## src/source/dcache_pkg.sv

```systemverilog
package dcache_pkg;

  // Cache geometry
  localparam int LINES          = 16;
  localparam int WORDS_PER_LINE = 4;
  localparam int IDX_BITS       = 4;
  localparam int OFS_BITS       = 2;
  // Byte offset inside a word takes the last 2 bits
  localparam int TAG_BITS       = 32 - IDX_BITS - OFS_BITS - 2;

  typedef logic [31:0]                  addr_t;
  typedef logic [31:0]                  word_t;
  // Word 0 sits in the low bits
  typedef logic [WORDS_PER_LINE*32-1:0] line_t;
  typedef logic [IDX_BITS-1:0]          index_t;
  typedef logic [TAG_BITS-1:0]          tag_t;
  typedef logic [3:0]                   byte_sel_t;

  typedef enum logic [2:0] {
    IDLE,
    LOOKUP,
    WRITEBACK,
    REFILL,
    FLUSH_CHECK,
    FLUSH_WB,
    FLUSH_NEXT,
    DONE
  } dcache_state_e;

  // Store buffer to cache
  typedef struct packed {
    logic      req;
    logic      w_en;
    addr_t     addr;
    word_t     w_data;
    byte_sel_t sel_byte;
  } stb2dcache_t;

  // Cache to store buffer
  typedef struct packed {
    logic  ack;
    word_t r_data;
  } dcache2stb_t;

  // Data memory returns one full line per ack
  typedef struct packed {
    logic  ack;
    line_t r_data;
  } mem2dcache_t;

  // Cache to data memory with a line aligned addr
  typedef struct packed {
    logic  req;
    logic  w_en;
    addr_t addr;
    line_t w_data;
  } dcache2mem_t;

endpackage

```

## src/source/dcache_controller.sv

```systemverilog
module dcache_controller (
  input  logic                      clk,
  input  logic                      rst_i,
  input  logic                      dmem_sel_i,
  input  logic                      flush_i,
  input  logic                      kill_i,
  input  logic                      stb_req_i,
  input  logic                      stb_wr_i,
  input  logic                      hit_i,
  input  logic                      victim_dirty_i,
  input  logic                      mem_ack_i,
  input  logic                      last_i,
  output dcache_pkg::dcache_state_e state_o,
  output logic                      stb_ack_o,
  output logic                      mem_req_o,
  output logic                      mem_wr_o,
  output logic                      mem_kill_o,
  output logic                      array_wr_o,
  output logic                      line_wr_o,
  output logic                      line_clean_o,
  output logic                      wb_sel_flush_o,
  output logic                      cnt_clear_o,
  output logic                      cnt_step_o,
  output logic                      flush_done_o
);

  dcache_pkg::dcache_state_e state_q, state_d;

  logic mem_hold_q;
  logic stb_ack_q;
  logic mem_kill_q;
  logic flush_done_q;
  logic mem_state;
  logic mem_done;
  logic kill_now;

  assign mem_state = (state_q == dcache_pkg::WRITEBACK) || (state_q == dcache_pkg::REFILL) ||
                     (state_q == dcache_pkg::FLUSH_WB);

  // Request drops for one cycle after every ack
  assign mem_req_o = mem_state && !mem_hold_q;
  assign mem_wr_o  = (state_q == dcache_pkg::WRITEBACK) || (state_q == dcache_pkg::FLUSH_WB);
  assign mem_done  = mem_req_o && mem_ack_i;

  // Kill is honoured only while a lookup miss is being served
  assign kill_now = kill_i &&
                    ((state_q == dcache_pkg::WRITEBACK) || (state_q == dcache_pkg::REFILL));

  assign array_wr_o     = (state_q == dcache_pkg::LOOKUP) && hit_i && stb_wr_i;
  assign line_wr_o      = (state_q == dcache_pkg::REFILL) && mem_done && !kill_i;
  assign line_clean_o   = mem_done && (((state_q == dcache_pkg::WRITEBACK) && !kill_i) ||
                                       (state_q == dcache_pkg::FLUSH_WB));
  assign wb_sel_flush_o = (state_q == dcache_pkg::FLUSH_CHECK) ||
                          (state_q == dcache_pkg::FLUSH_WB) ||
                          (state_q == dcache_pkg::FLUSH_NEXT);
  assign cnt_clear_o    = (state_q == dcache_pkg::IDLE) && flush_i;
  assign cnt_step_o     = (state_q == dcache_pkg::FLUSH_NEXT);

  assign state_o      = state_q;
  assign stb_ack_o    = stb_ack_q;
  assign mem_kill_o   = mem_kill_q;
  assign flush_done_o = flush_done_q;

  always_comb begin
    state_d = state_q;
    case (state_q)
      dcache_pkg::IDLE: begin
        // Flush wins over a pending request; skip the cycle of our own ack
        if (flush_i) begin
          state_d = dcache_pkg::FLUSH_CHECK;
        end else if (dmem_sel_i && stb_req_i && !stb_ack_q) begin
          state_d = dcache_pkg::LOOKUP;
        end
      end
      dcache_pkg::LOOKUP: begin
        if (hit_i) begin
          state_d = dcache_pkg::IDLE;
        end else if (victim_dirty_i) begin
          state_d = dcache_pkg::WRITEBACK;
        end else begin
          state_d = dcache_pkg::REFILL;
        end
      end
      dcache_pkg::WRITEBACK: begin
        if (kill_i) begin
          state_d = dcache_pkg::IDLE;
        end else if (mem_done) begin
          state_d = dcache_pkg::REFILL;
        end
      end
      dcache_pkg::REFILL: begin
        if (kill_i) begin
          state_d = dcache_pkg::IDLE;
        end else if (mem_done) begin
          state_d = dcache_pkg::LOOKUP;
        end
      end
      dcache_pkg::FLUSH_CHECK: begin
        state_d = victim_dirty_i ? dcache_pkg::FLUSH_WB : dcache_pkg::FLUSH_NEXT;
      end
      dcache_pkg::FLUSH_WB: begin
        if (mem_done) begin
          state_d = dcache_pkg::FLUSH_NEXT;
        end
      end
      dcache_pkg::FLUSH_NEXT: begin
        state_d = last_i ? dcache_pkg::DONE : dcache_pkg::FLUSH_CHECK;
      end
      // Wait here until the flush request is withdrawn
      dcache_pkg::DONE: begin
        if (!flush_i) begin
          state_d = dcache_pkg::IDLE;
        end
      end
      default: state_d = dcache_pkg::IDLE;
    endcase
  end

  always_ff @(posedge clk) begin
    if (rst_i) begin
      state_q      <= dcache_pkg::IDLE;
      mem_hold_q   <= 1'b0;
      stb_ack_q    <= 1'b0;
      mem_kill_q   <= 1'b0;
      flush_done_q <= 1'b0;
    end else begin
      state_q      <= state_d;
      mem_hold_q   <= mem_done;
      stb_ack_q    <= (state_q == dcache_pkg::LOOKUP) && hit_i;
      mem_kill_q   <= kill_now;
      flush_done_q <= (state_q == dcache_pkg::FLUSH_NEXT) && last_i;
    end
  end

endmodule

```

## src/source/dcache_flush_counter.sv

```systemverilog
module dcache_flush_counter (
  input  logic               clk,
  input  logic               rst_i,
  input  logic               clear_i,
  input  logic               step_i,
  output dcache_pkg::index_t index_o,
  output logic               last_o
);

  dcache_pkg::index_t index_q;

  always_ff @(posedge clk) begin
    if (rst_i) begin
      index_q <= '0;
    end else if (clear_i) begin
      index_q <= '0;
    end else if (step_i) begin
      index_q <= index_q + 1'b1;
    end
  end

  assign index_o = index_q;

  // Final line of the walk
  assign last_o = (index_q == dcache_pkg::index_t'(dcache_pkg::LINES - 1));

endmodule

```

## src/source/dcache_datapath.sv

```systemverilog
module dcache_datapath (
  input  logic                  clk,
  input  logic                  rst_i,
  input  logic                  flush_i,
  input  logic                  array_wr_i,
  input  logic                  line_wr_i,
  input  logic                  line_clean_i,
  input  logic                  wb_sel_flush_i,
  input  dcache_pkg::index_t    flush_index_i,
  input  dcache_pkg::addr_t     stb_addr_i,
  input  dcache_pkg::word_t     stb_wdata_i,
  input  dcache_pkg::byte_sel_t sel_byte_i,
  input  dcache_pkg::line_t     mem_rdata_i,
  output logic                  hit_o,
  output logic                  victim_dirty_o,
  output dcache_pkg::word_t     stb_rdata_o,
  output dcache_pkg::addr_t     mem_addr_o,
  output dcache_pkg::line_t     mem_wdata_o
);

  logic [dcache_pkg::LINES-1:0] valid_q;
  logic [dcache_pkg::LINES-1:0] dirty_q;
  dcache_pkg::tag_t             tag_q  [dcache_pkg::LINES];
  dcache_pkg::line_t            data_q [dcache_pkg::LINES];

  logic [dcache_pkg::OFS_BITS-1:0] req_ofs;
  dcache_pkg::index_t              req_idx;
  dcache_pkg::tag_t                req_tag;
  dcache_pkg::index_t              victim_idx;

  // Address splits into tag, index, word offset and byte
  assign req_ofs = stb_addr_i[2 +: dcache_pkg::OFS_BITS];
  assign req_idx = stb_addr_i[2 + dcache_pkg::OFS_BITS +: dcache_pkg::IDX_BITS];
  assign req_tag = stb_addr_i[2 + dcache_pkg::OFS_BITS + dcache_pkg::IDX_BITS +:
                              dcache_pkg::TAG_BITS];

  assign victim_idx = wb_sel_flush_i ? flush_index_i : req_idx;

  assign hit_o          = valid_q[req_idx] && (tag_q[req_idx] == req_tag);
  assign victim_dirty_o = valid_q[victim_idx] && dirty_q[victim_idx];
  assign stb_rdata_o    = data_q[req_idx][req_ofs*32 +: 32];

  // A dirty victim is written back to its own address, otherwise the
  // request line is fetched
  always_comb begin
    if (victim_dirty_o) begin
      mem_addr_o = {tag_q[victim_idx], victim_idx, {(dcache_pkg::OFS_BITS + 2){1'b0}}};
    end else begin
      mem_addr_o = {req_tag, req_idx, {(dcache_pkg::OFS_BITS + 2){1'b0}}};
    end
  end

  assign mem_wdata_o = data_q[victim_idx];

  always_ff @(posedge clk) begin
    if (rst_i) begin
      valid_q <= '0;
      dirty_q <= '0;
    end else begin
      if (line_wr_i) begin
        valid_q[req_idx] <= 1'b1;
        dirty_q[req_idx] <= 1'b0;
      end
      if (array_wr_i) begin
        dirty_q[req_idx] <= 1'b1;
      end
      if (line_clean_i) begin
        dirty_q[victim_idx] <= 1'b0;
      end
      // Line passed by the flush walk
      if (flush_i) begin
        valid_q[flush_index_i] <= 1'b0;
        dirty_q[flush_index_i] <= 1'b0;
      end
    end
  end

  always_ff @(posedge clk) begin
    if (line_wr_i) begin
      tag_q[req_idx]  <= req_tag;
      data_q[req_idx] <= mem_rdata_i;
    end else if (array_wr_i) begin
      for (int b = 0; b < 4; b++) begin
        if (sel_byte_i[b]) begin
          data_q[req_idx][req_ofs*32 + b*8 +: 8] <= stb_wdata_i[b*8 +: 8];
        end
      end
    end
  end

endmodule

```

## src/source/dcache_top.sv

```systemverilog
module dcache_top (
  input  logic                    clk,
  input  logic                    rst_i,
  input  logic                    dmem_sel_i,
  input  logic                    dcache_flush_i,
  input  logic                    dcache_kill_i,
  input  logic                    stb_empty_i,
  input  dcache_pkg::stb2dcache_t stb2dcache_i,
  output dcache_pkg::dcache2stb_t dcache2stb_o,
  input  dcache_pkg::mem2dcache_t mem2dcache_i,
  output dcache_pkg::dcache2mem_t dcache2mem_o,
  output logic                    dcache2mem_kill_o,
  output logic                    flush_done_o
);

  dcache_pkg::dcache_state_e ctrl_state;
  dcache_pkg::index_t        flush_index;
  dcache_pkg::word_t         stb_rdata;
  dcache_pkg::addr_t         mem_addr;
  dcache_pkg::line_t         mem_wdata;

  logic flush_req;
  logic hit;
  logic victim_dirty;
  logic stb_ack;
  logic mem_req;
  logic mem_wr;
  logic array_wr;
  logic line_wr;
  logic line_clean;
  logic wb_sel_flush;
  logic cnt_clear;
  logic cnt_step;
  logic last;

  // Pending stores must drain before lines are written back
  assign flush_req = dcache_flush_i && stb_empty_i;

  dcache_controller u_controller (
    .clk            (clk),
    .rst_i          (rst_i),
    .dmem_sel_i     (dmem_sel_i),
    .flush_i        (flush_req),
    .kill_i         (dcache_kill_i),
    .stb_req_i      (stb2dcache_i.req),
    .stb_wr_i       (stb2dcache_i.w_en),
    .hit_i          (hit),
    .victim_dirty_i (victim_dirty),
    .mem_ack_i      (mem2dcache_i.ack),
    .last_i         (last),
    .state_o        (ctrl_state),
    .stb_ack_o      (stb_ack),
    .mem_req_o      (mem_req),
    .mem_wr_o       (mem_wr),
    .mem_kill_o     (dcache2mem_kill_o),
    .array_wr_o     (array_wr),
    .line_wr_o      (line_wr),
    .line_clean_o   (line_clean),
    .wb_sel_flush_o (wb_sel_flush),
    .cnt_clear_o    (cnt_clear),
    .cnt_step_o     (cnt_step),
    .flush_done_o   (flush_done_o)
  );

  dcache_flush_counter u_flush_counter (
    .clk     (clk),
    .rst_i   (rst_i),
    .clear_i (cnt_clear),
    .step_i  (cnt_step),
    .index_o (flush_index),
    .last_o  (last)
  );

  // The counter step also retires the line just examined
  dcache_datapath u_datapath (
    .clk            (clk),
    .rst_i          (rst_i),
    .flush_i        (cnt_step),
    .array_wr_i     (array_wr),
    .line_wr_i      (line_wr),
    .line_clean_i   (line_clean),
    .wb_sel_flush_i (wb_sel_flush),
    .flush_index_i  (flush_index),
    .stb_addr_i     (stb2dcache_i.addr),
    .stb_wdata_i    (stb2dcache_i.w_data),
    .sel_byte_i     (stb2dcache_i.sel_byte),
    .mem_rdata_i    (mem2dcache_i.r_data),
    .hit_o          (hit),
    .victim_dirty_o (victim_dirty),
    .stb_rdata_o    (stb_rdata),
    .mem_addr_o     (mem_addr),
    .mem_wdata_o    (mem_wdata)
  );

  assign dcache2stb_o = '{ack: stb_ack, r_data: stb_rdata};
  assign dcache2mem_o = '{req: mem_req, w_en: mem_wr, addr: mem_addr, w_data: mem_wdata};

endmodule

```

## config.mk

```make
export PLATFORM = sky130hd
export DESIGN_NAME = dcache_top
export DESIGN_NICKNAME = d
export VERILOG_FILES = /design/src/source/dcache_pkg.sv /design/src/source/dcache_controller.sv /design/src/source/dcache_flush_counter.sv /design/src/source/dcache_datapath.sv /design/src/source/dcache_top.sv
export SDC_FILE = /design/constraint.sdc
export NUM_CORES = 2
export LEC_CHECK = 0
export BUFFER_PORTS_ARGS = -buffer_cell sky130_fd_sc_hd__buf_2
export CORE_MARGIN = 3
export CORE_UTILIZATION = 35
export DETAILED_ROUTE_END_ITERATION = 8
export GPL_TIMING_DRIVEN = 1
export PLACE_DENSITY = 0.55
export SLEW_MARGIN = 40
export SYNTH_ARGS = -nofsm -noshare
export SYNTH_HDL_FRONTEND = slang
export SYNTH_HIERARCHICAL = 1
export SYNTH_SLANG_ARGS = --single-unit
```

## constraint.sdc

```tcl
create_clock -name clk -period 5.6 [get_ports clk]
set_input_delay 0.84 -clock clk [delete_from_list [all_inputs] [get_ports clk]]
set_output_delay 0.84 -clock clk [all_outputs]
set_load 0.02 [all_outputs]
```

==> results.py <==
metrics = {
    "drt": {
        "drt_iter0_drc": 9334,
        "dr.pass1.iters": 6,
        "wire_per_inst_um": 35.4,
        "drc": 0,
        "vias": 72231,
        "postRouteAntennaNets": 0,
        "drt-total-wl_um": 427000,
        "via_per_inst": 5.99,
    },
    "synthesis": {
        "avgSynthCellArea_sq_um": 18.5,
        "synth_cell_types": 74,
        "synthCells": 6329,
        "synth_area_leaders": "edfxtp_1, mux4_2, nand2_1, nor2_1, a31oi_1",
        "ys_seq_area_share_pct": 63.1,
        "synth_area_sq_mm": 0.117,
        "synthArstFlopShare_pct": 0,
        "synth-seq-cells": 2475,
        "synth_flop_cell": "edfxtp_1",
        "yosys_warnings": 6,
        "synth_top_area_share_pct": 62.4,
        "yosysTopAreaCell": "edfxtp_1",
        "synth_edf_count": 2432,
    },
    "power_and_ir_drop": {
        "p_per_area_mw_per_mm2": 349,
        "clockPowerShare_pct": 37.5,
        "p_switching_uw": 14000,
        "switching_share_pct": 28.3,
        "p_int_uw": 35500,
        "vdd_ir_drop_max_v": 0.000244,
        "power_leakage_uw": 0.0470,
        "p_seq_share_pct": 41.3,
        "combinationalPowerShare_pct": 21.2,
    },
    "worst_setup_path": {
        "crit_start": "stb2dcache_i[41]",
        "r2r_start": "u_datapath/tag_q[15][13]$_DFFE_PP_",
        "path_max_fanout": 82,
        "reg2regPathDepth": 20,
        "path_class": "input pin to primary output",
        "cp_num_cells": 11,
        "crit_path_max_incr_delay_ps": 660,
        "critPathSlowestCell": "mux4_2",
        "setup.worst_path.start_class": "input pin",
        "cp_data_required_time_ps": 4760,
        "reg2reg_to": "u_datapath/data_q[2][64]$_DFFE_PP_",
        "arrival_ps": 4670,
        "end_kind": "primary output",
        "crit_path_end": "dcache2stb_o[14]",
        "crit_buf_inv": 8,
        "worstPathCellList": "buf_8 > buf_4 > buf_12 > buf_12 > buf_4 > buf_12 > buf_16 > mux4_2 > mux4_2 > mux4_2 > buf_2",
        "rrSetupSlack_ps": 320,
        "path_delay_family": "buffers and inverters",
    },
    "finish": {
        "nets": 7674,
        "synthToLayoutAreaGrowth_pct": 21.1,
        "layout-drive-gt1-share_pct": 41.8,
        "fin_util_pct": 42.8,
        "fillers": 29024,
        "instances_no_fill": 12066,
    },
    "global_routing": {
        "grt_pass1_vias": 72541,
        "grt_pass1_wl_um": 585000,
        "met1_usage_pct": 32.4,
        "grt_max_degree": 112,
        "grtUsageTotal_pct": 24.6,
        "globalRouteOverflowTotal": 0,
        "grt_use_met2_pct": 39.4,
        "gr-usage-met3_pct": 5.86,
        "top_usage_layer": "met2",
        "antenna_found_initial": 32,
    },
    "die": {
        "core-area_sq_mm": 0.332,
        "row_count": 211,
        "dieWidth_um": 584,
        "die-area_sq_mm": 0.342,
        "die_h_um": 584,
        "initial_utilization_pct": 35.3,
        "ios": 402,
    },
    "status": {
        "status": "complete, no violations",
    },
    "sta": {
        "fin_skew_ps": 68.1,
        "tightest_slew_ps": 887,
        "fmax_mhz": 182,
        "finalWorstSetupSlack_ps": 93.5,
        "timing.final.crit_period_ps": 5510,
        "hold_violations": 0,
        "finalCritPeriodShare_pct": 98.3,
        "rsz0062_at_grt": "no",
        "timing.slew.headroom_pct": 40.9,
        "slew_viol_final": 0,
        "finalSetupViolations": 0,
    },
    "clocking": {
        "cts.reportedPaths.clkPinSlew_ps": 60,
        "cts_buffer_depth": 4,
        "worstSkewPairLatency_ps": 920,
        "numCtsBuffers": 285,
        "clock_sinks": 2475,
        "cts_max_level": 5,
        "cts_tree": "yes",
        "cts-root-buf": "clkbuf_16",
    },
    "placement": {
        "routabilityCongestion": 0.878,
        "post-place-ws_ps": -651,
        "port_buffers": 395,
        "place_inst": 11535,
        "hpwl_um": 286000,
    },
    "hold_path": {
        "min_path_cells": 2,
        "hold_path_class": "input pin to register",
    },
    "flow_run": {
        "cap_violations": 0,
    },
}
-- routing by layer --
layer  wire [um]  up-vias  share of wire (%)
met3       42800      689                 10
met4       19600       12                4.6
li1            -    28787                  -
met2      203000     3937                 48
met1      161000    38806                 38
met5         137        -              0.032
-- cell type report --
| class | instances | area, sq um | share of cell area, % |
|---|---|---|---|
| Sequential cell | 2475 | 73900 | 52.1 |
| Clock inverter | 171 | 1620 | 1.15 |
| Clock buffer | 341 | 7530 | 5.31 |
| Tap cell | 4366 | 5460 | 3.85 |
| Antenna cell | 13 | 32.5 | 0.0229 |
| Multi-Input combinational cell | 3333 | 41200 | 29.1 |
| Inverter | 21 | 86.3 | 0.0609 |
| Timing Repair Buffer | 1346 | 11900 | 8.39 |
-- worst reg2reg max path, cell delays in order (launching register included) --
cell	delay, ps
edfxtp_1	390
mux4_2	490
mux4_2	490
xor2_1	160
nor4_1	320
buf_4	200
o2111ai_1	120
nor4_2	430
buf_4	220
inv_1	70
nor4_2	240
buf_4	170
inv_1	60
nor2_2	130
buf_12	210
buf_4	160
buf_4	110
nand3_1	180
buf_12	250
o21ai_0	460
buf_4	300
-- power groups by stage --
stage	Clock, uW	Combinational [uW]	Sequential, uW
after floorplan	0	5740	20800
after global placement	0	10500	20800
after detailed placement	0	10600	20800
after CTS	18800	10600	20400
after global routing	19600	11000	20400
final	18500	10500	20400
-- synth_stat cells (3+ instances only) --
cell type  instances
a211oi_1           5
a21oi_1           40
a22o_1            48
a22oi_1            6
a311oi_1           4
a31oi_1          165
and2_1             4
and3_1           146
buf_1             78
buf_2            153
buf_4             23
buf_6             11
clkbuf_1         234
dfxtp_1           43
edfxtp_1        2432
ha_1               7
inv_1             18
mux2_2            19
mux2i_1           55
mux4_2          1379
nand2_1          829
nand2b_1           4
nand3_1           62
nand3b_1           3
nand4_1            3
nor2_1           315
nor2b_1           13
nor3_1             3
nor3b_1            6
nor4_1             5
o21a_1            18
o21ai_0          118
o21ai_1            3
o22ai_1            4
or3_1              3
xnor2_1           13
xor2_1            12
-- placed cells by master, fill, tap and decap left out, types with 18 or more instances in the layout --
| master | n |
|---|---|
| edfxtp_1 | 2432 |
| mux4_2 | 1379 |
| nand2_1 | 818 |
| buf_4 | 743 |
| buf_2 | 384 |
| nor2_1 | 297 |
| clkbuf_16 | 295 |
| buf_12 | 201 |
| a31oi_1 | 152 |
| and3_1 | 146 |
| o21ai_0 | 83 |
| clkinv_1 | 68 |
| nand3_1 | 57 |
| mux2i_1 | 53 |
| clkinv_2 | 48 |
| a22o_1 | 48 |
| clkbuf_1 | 47 |
| dfxtp_1 | 42 |
| a21oi_1 | 39 |
| o21ai_1 | 36 |
| bufinv_16 | 26 |
| inv_1 | 18 |
-- what timing repair did --
action / CTS / global route
gates cloned: 0 / 1
buffers inserted: 0 / 0
resized for setup: 2 / 4
endpoints found under the setup margin: 2 / 14
hold buffers: 0 / 0
-- how the worst min path moves through the flow --
stage	startpoint	endpoint	slack [ps]
final	mem2dcache_i[128]	u_controller/mem_hold_q$_SDFF_PP0_	260
after global routing	mem2dcache_i[128]	u_controller/mem_hold_q$_SDFF_PP0_	230
after CTS	mem2dcache_i[128]	u_controller/mem_hold_q$_SDFF_PP0_	180
after detailed placement	u_datapath/valid_q[7]$_SDFF_PP0_	u_datapath/valid_q[7]$_SDFF_PP0_	480
after global placement	u_datapath/valid_q[10]$_SDFF_PP0_	u_datapath/valid_q[10]$_SDFF_PP0_	470
after floorplan	u_datapath/valid_q[3]$_SDFF_PP0_	u_datapath/valid_q[3]$_SDFF_PP0_	450
-- sequential cells by signal (all words and copies together) (netlist names) --
register / flops
u_datapath/data_q: 2048
u_datapath/tag_q: 384
u_controller/mem_hold_q: 1
u_controller/mem_kill_o: 1
u_flush_counter/index_o: 4
u_controller/flush_done_o: 1
u_controller/state_o: 3
u_datapath/valid_q: 16
u_controller/stb_ack_o: 1
u_datapath/dirty_q: 16
-- kinds of logic (layout without fill, tap and decap cells) --
kind of cell	Yosys count	after routing	share of synthesized area [%]
flops	2475	2475	63.1
mux	1455	1455	27.2
simple gates	1407	1407	5.05
buf+inv	524	1879	2.03
compound gates	435	435	2.35
xor+xnor	25	25	0.187
fa+ha+maj	7	7	0.0748
other cells	1	17	0.00320
-- through the flow --
step	TNS (ps)	hold WS, ps	area (sq um)	total power (uW)
2_1_floorplan	-35510	450	117000	26500
3_3_place_gp	-1198400	470	132000	31300
3_5_place_dp	-1164110	481	132000	31400
4_1_cts	0	182	142000	49900
5_1_grt	0	227	142000	51000
6_report	0	258	142000	49500
(Power assumes the default switching activity.)
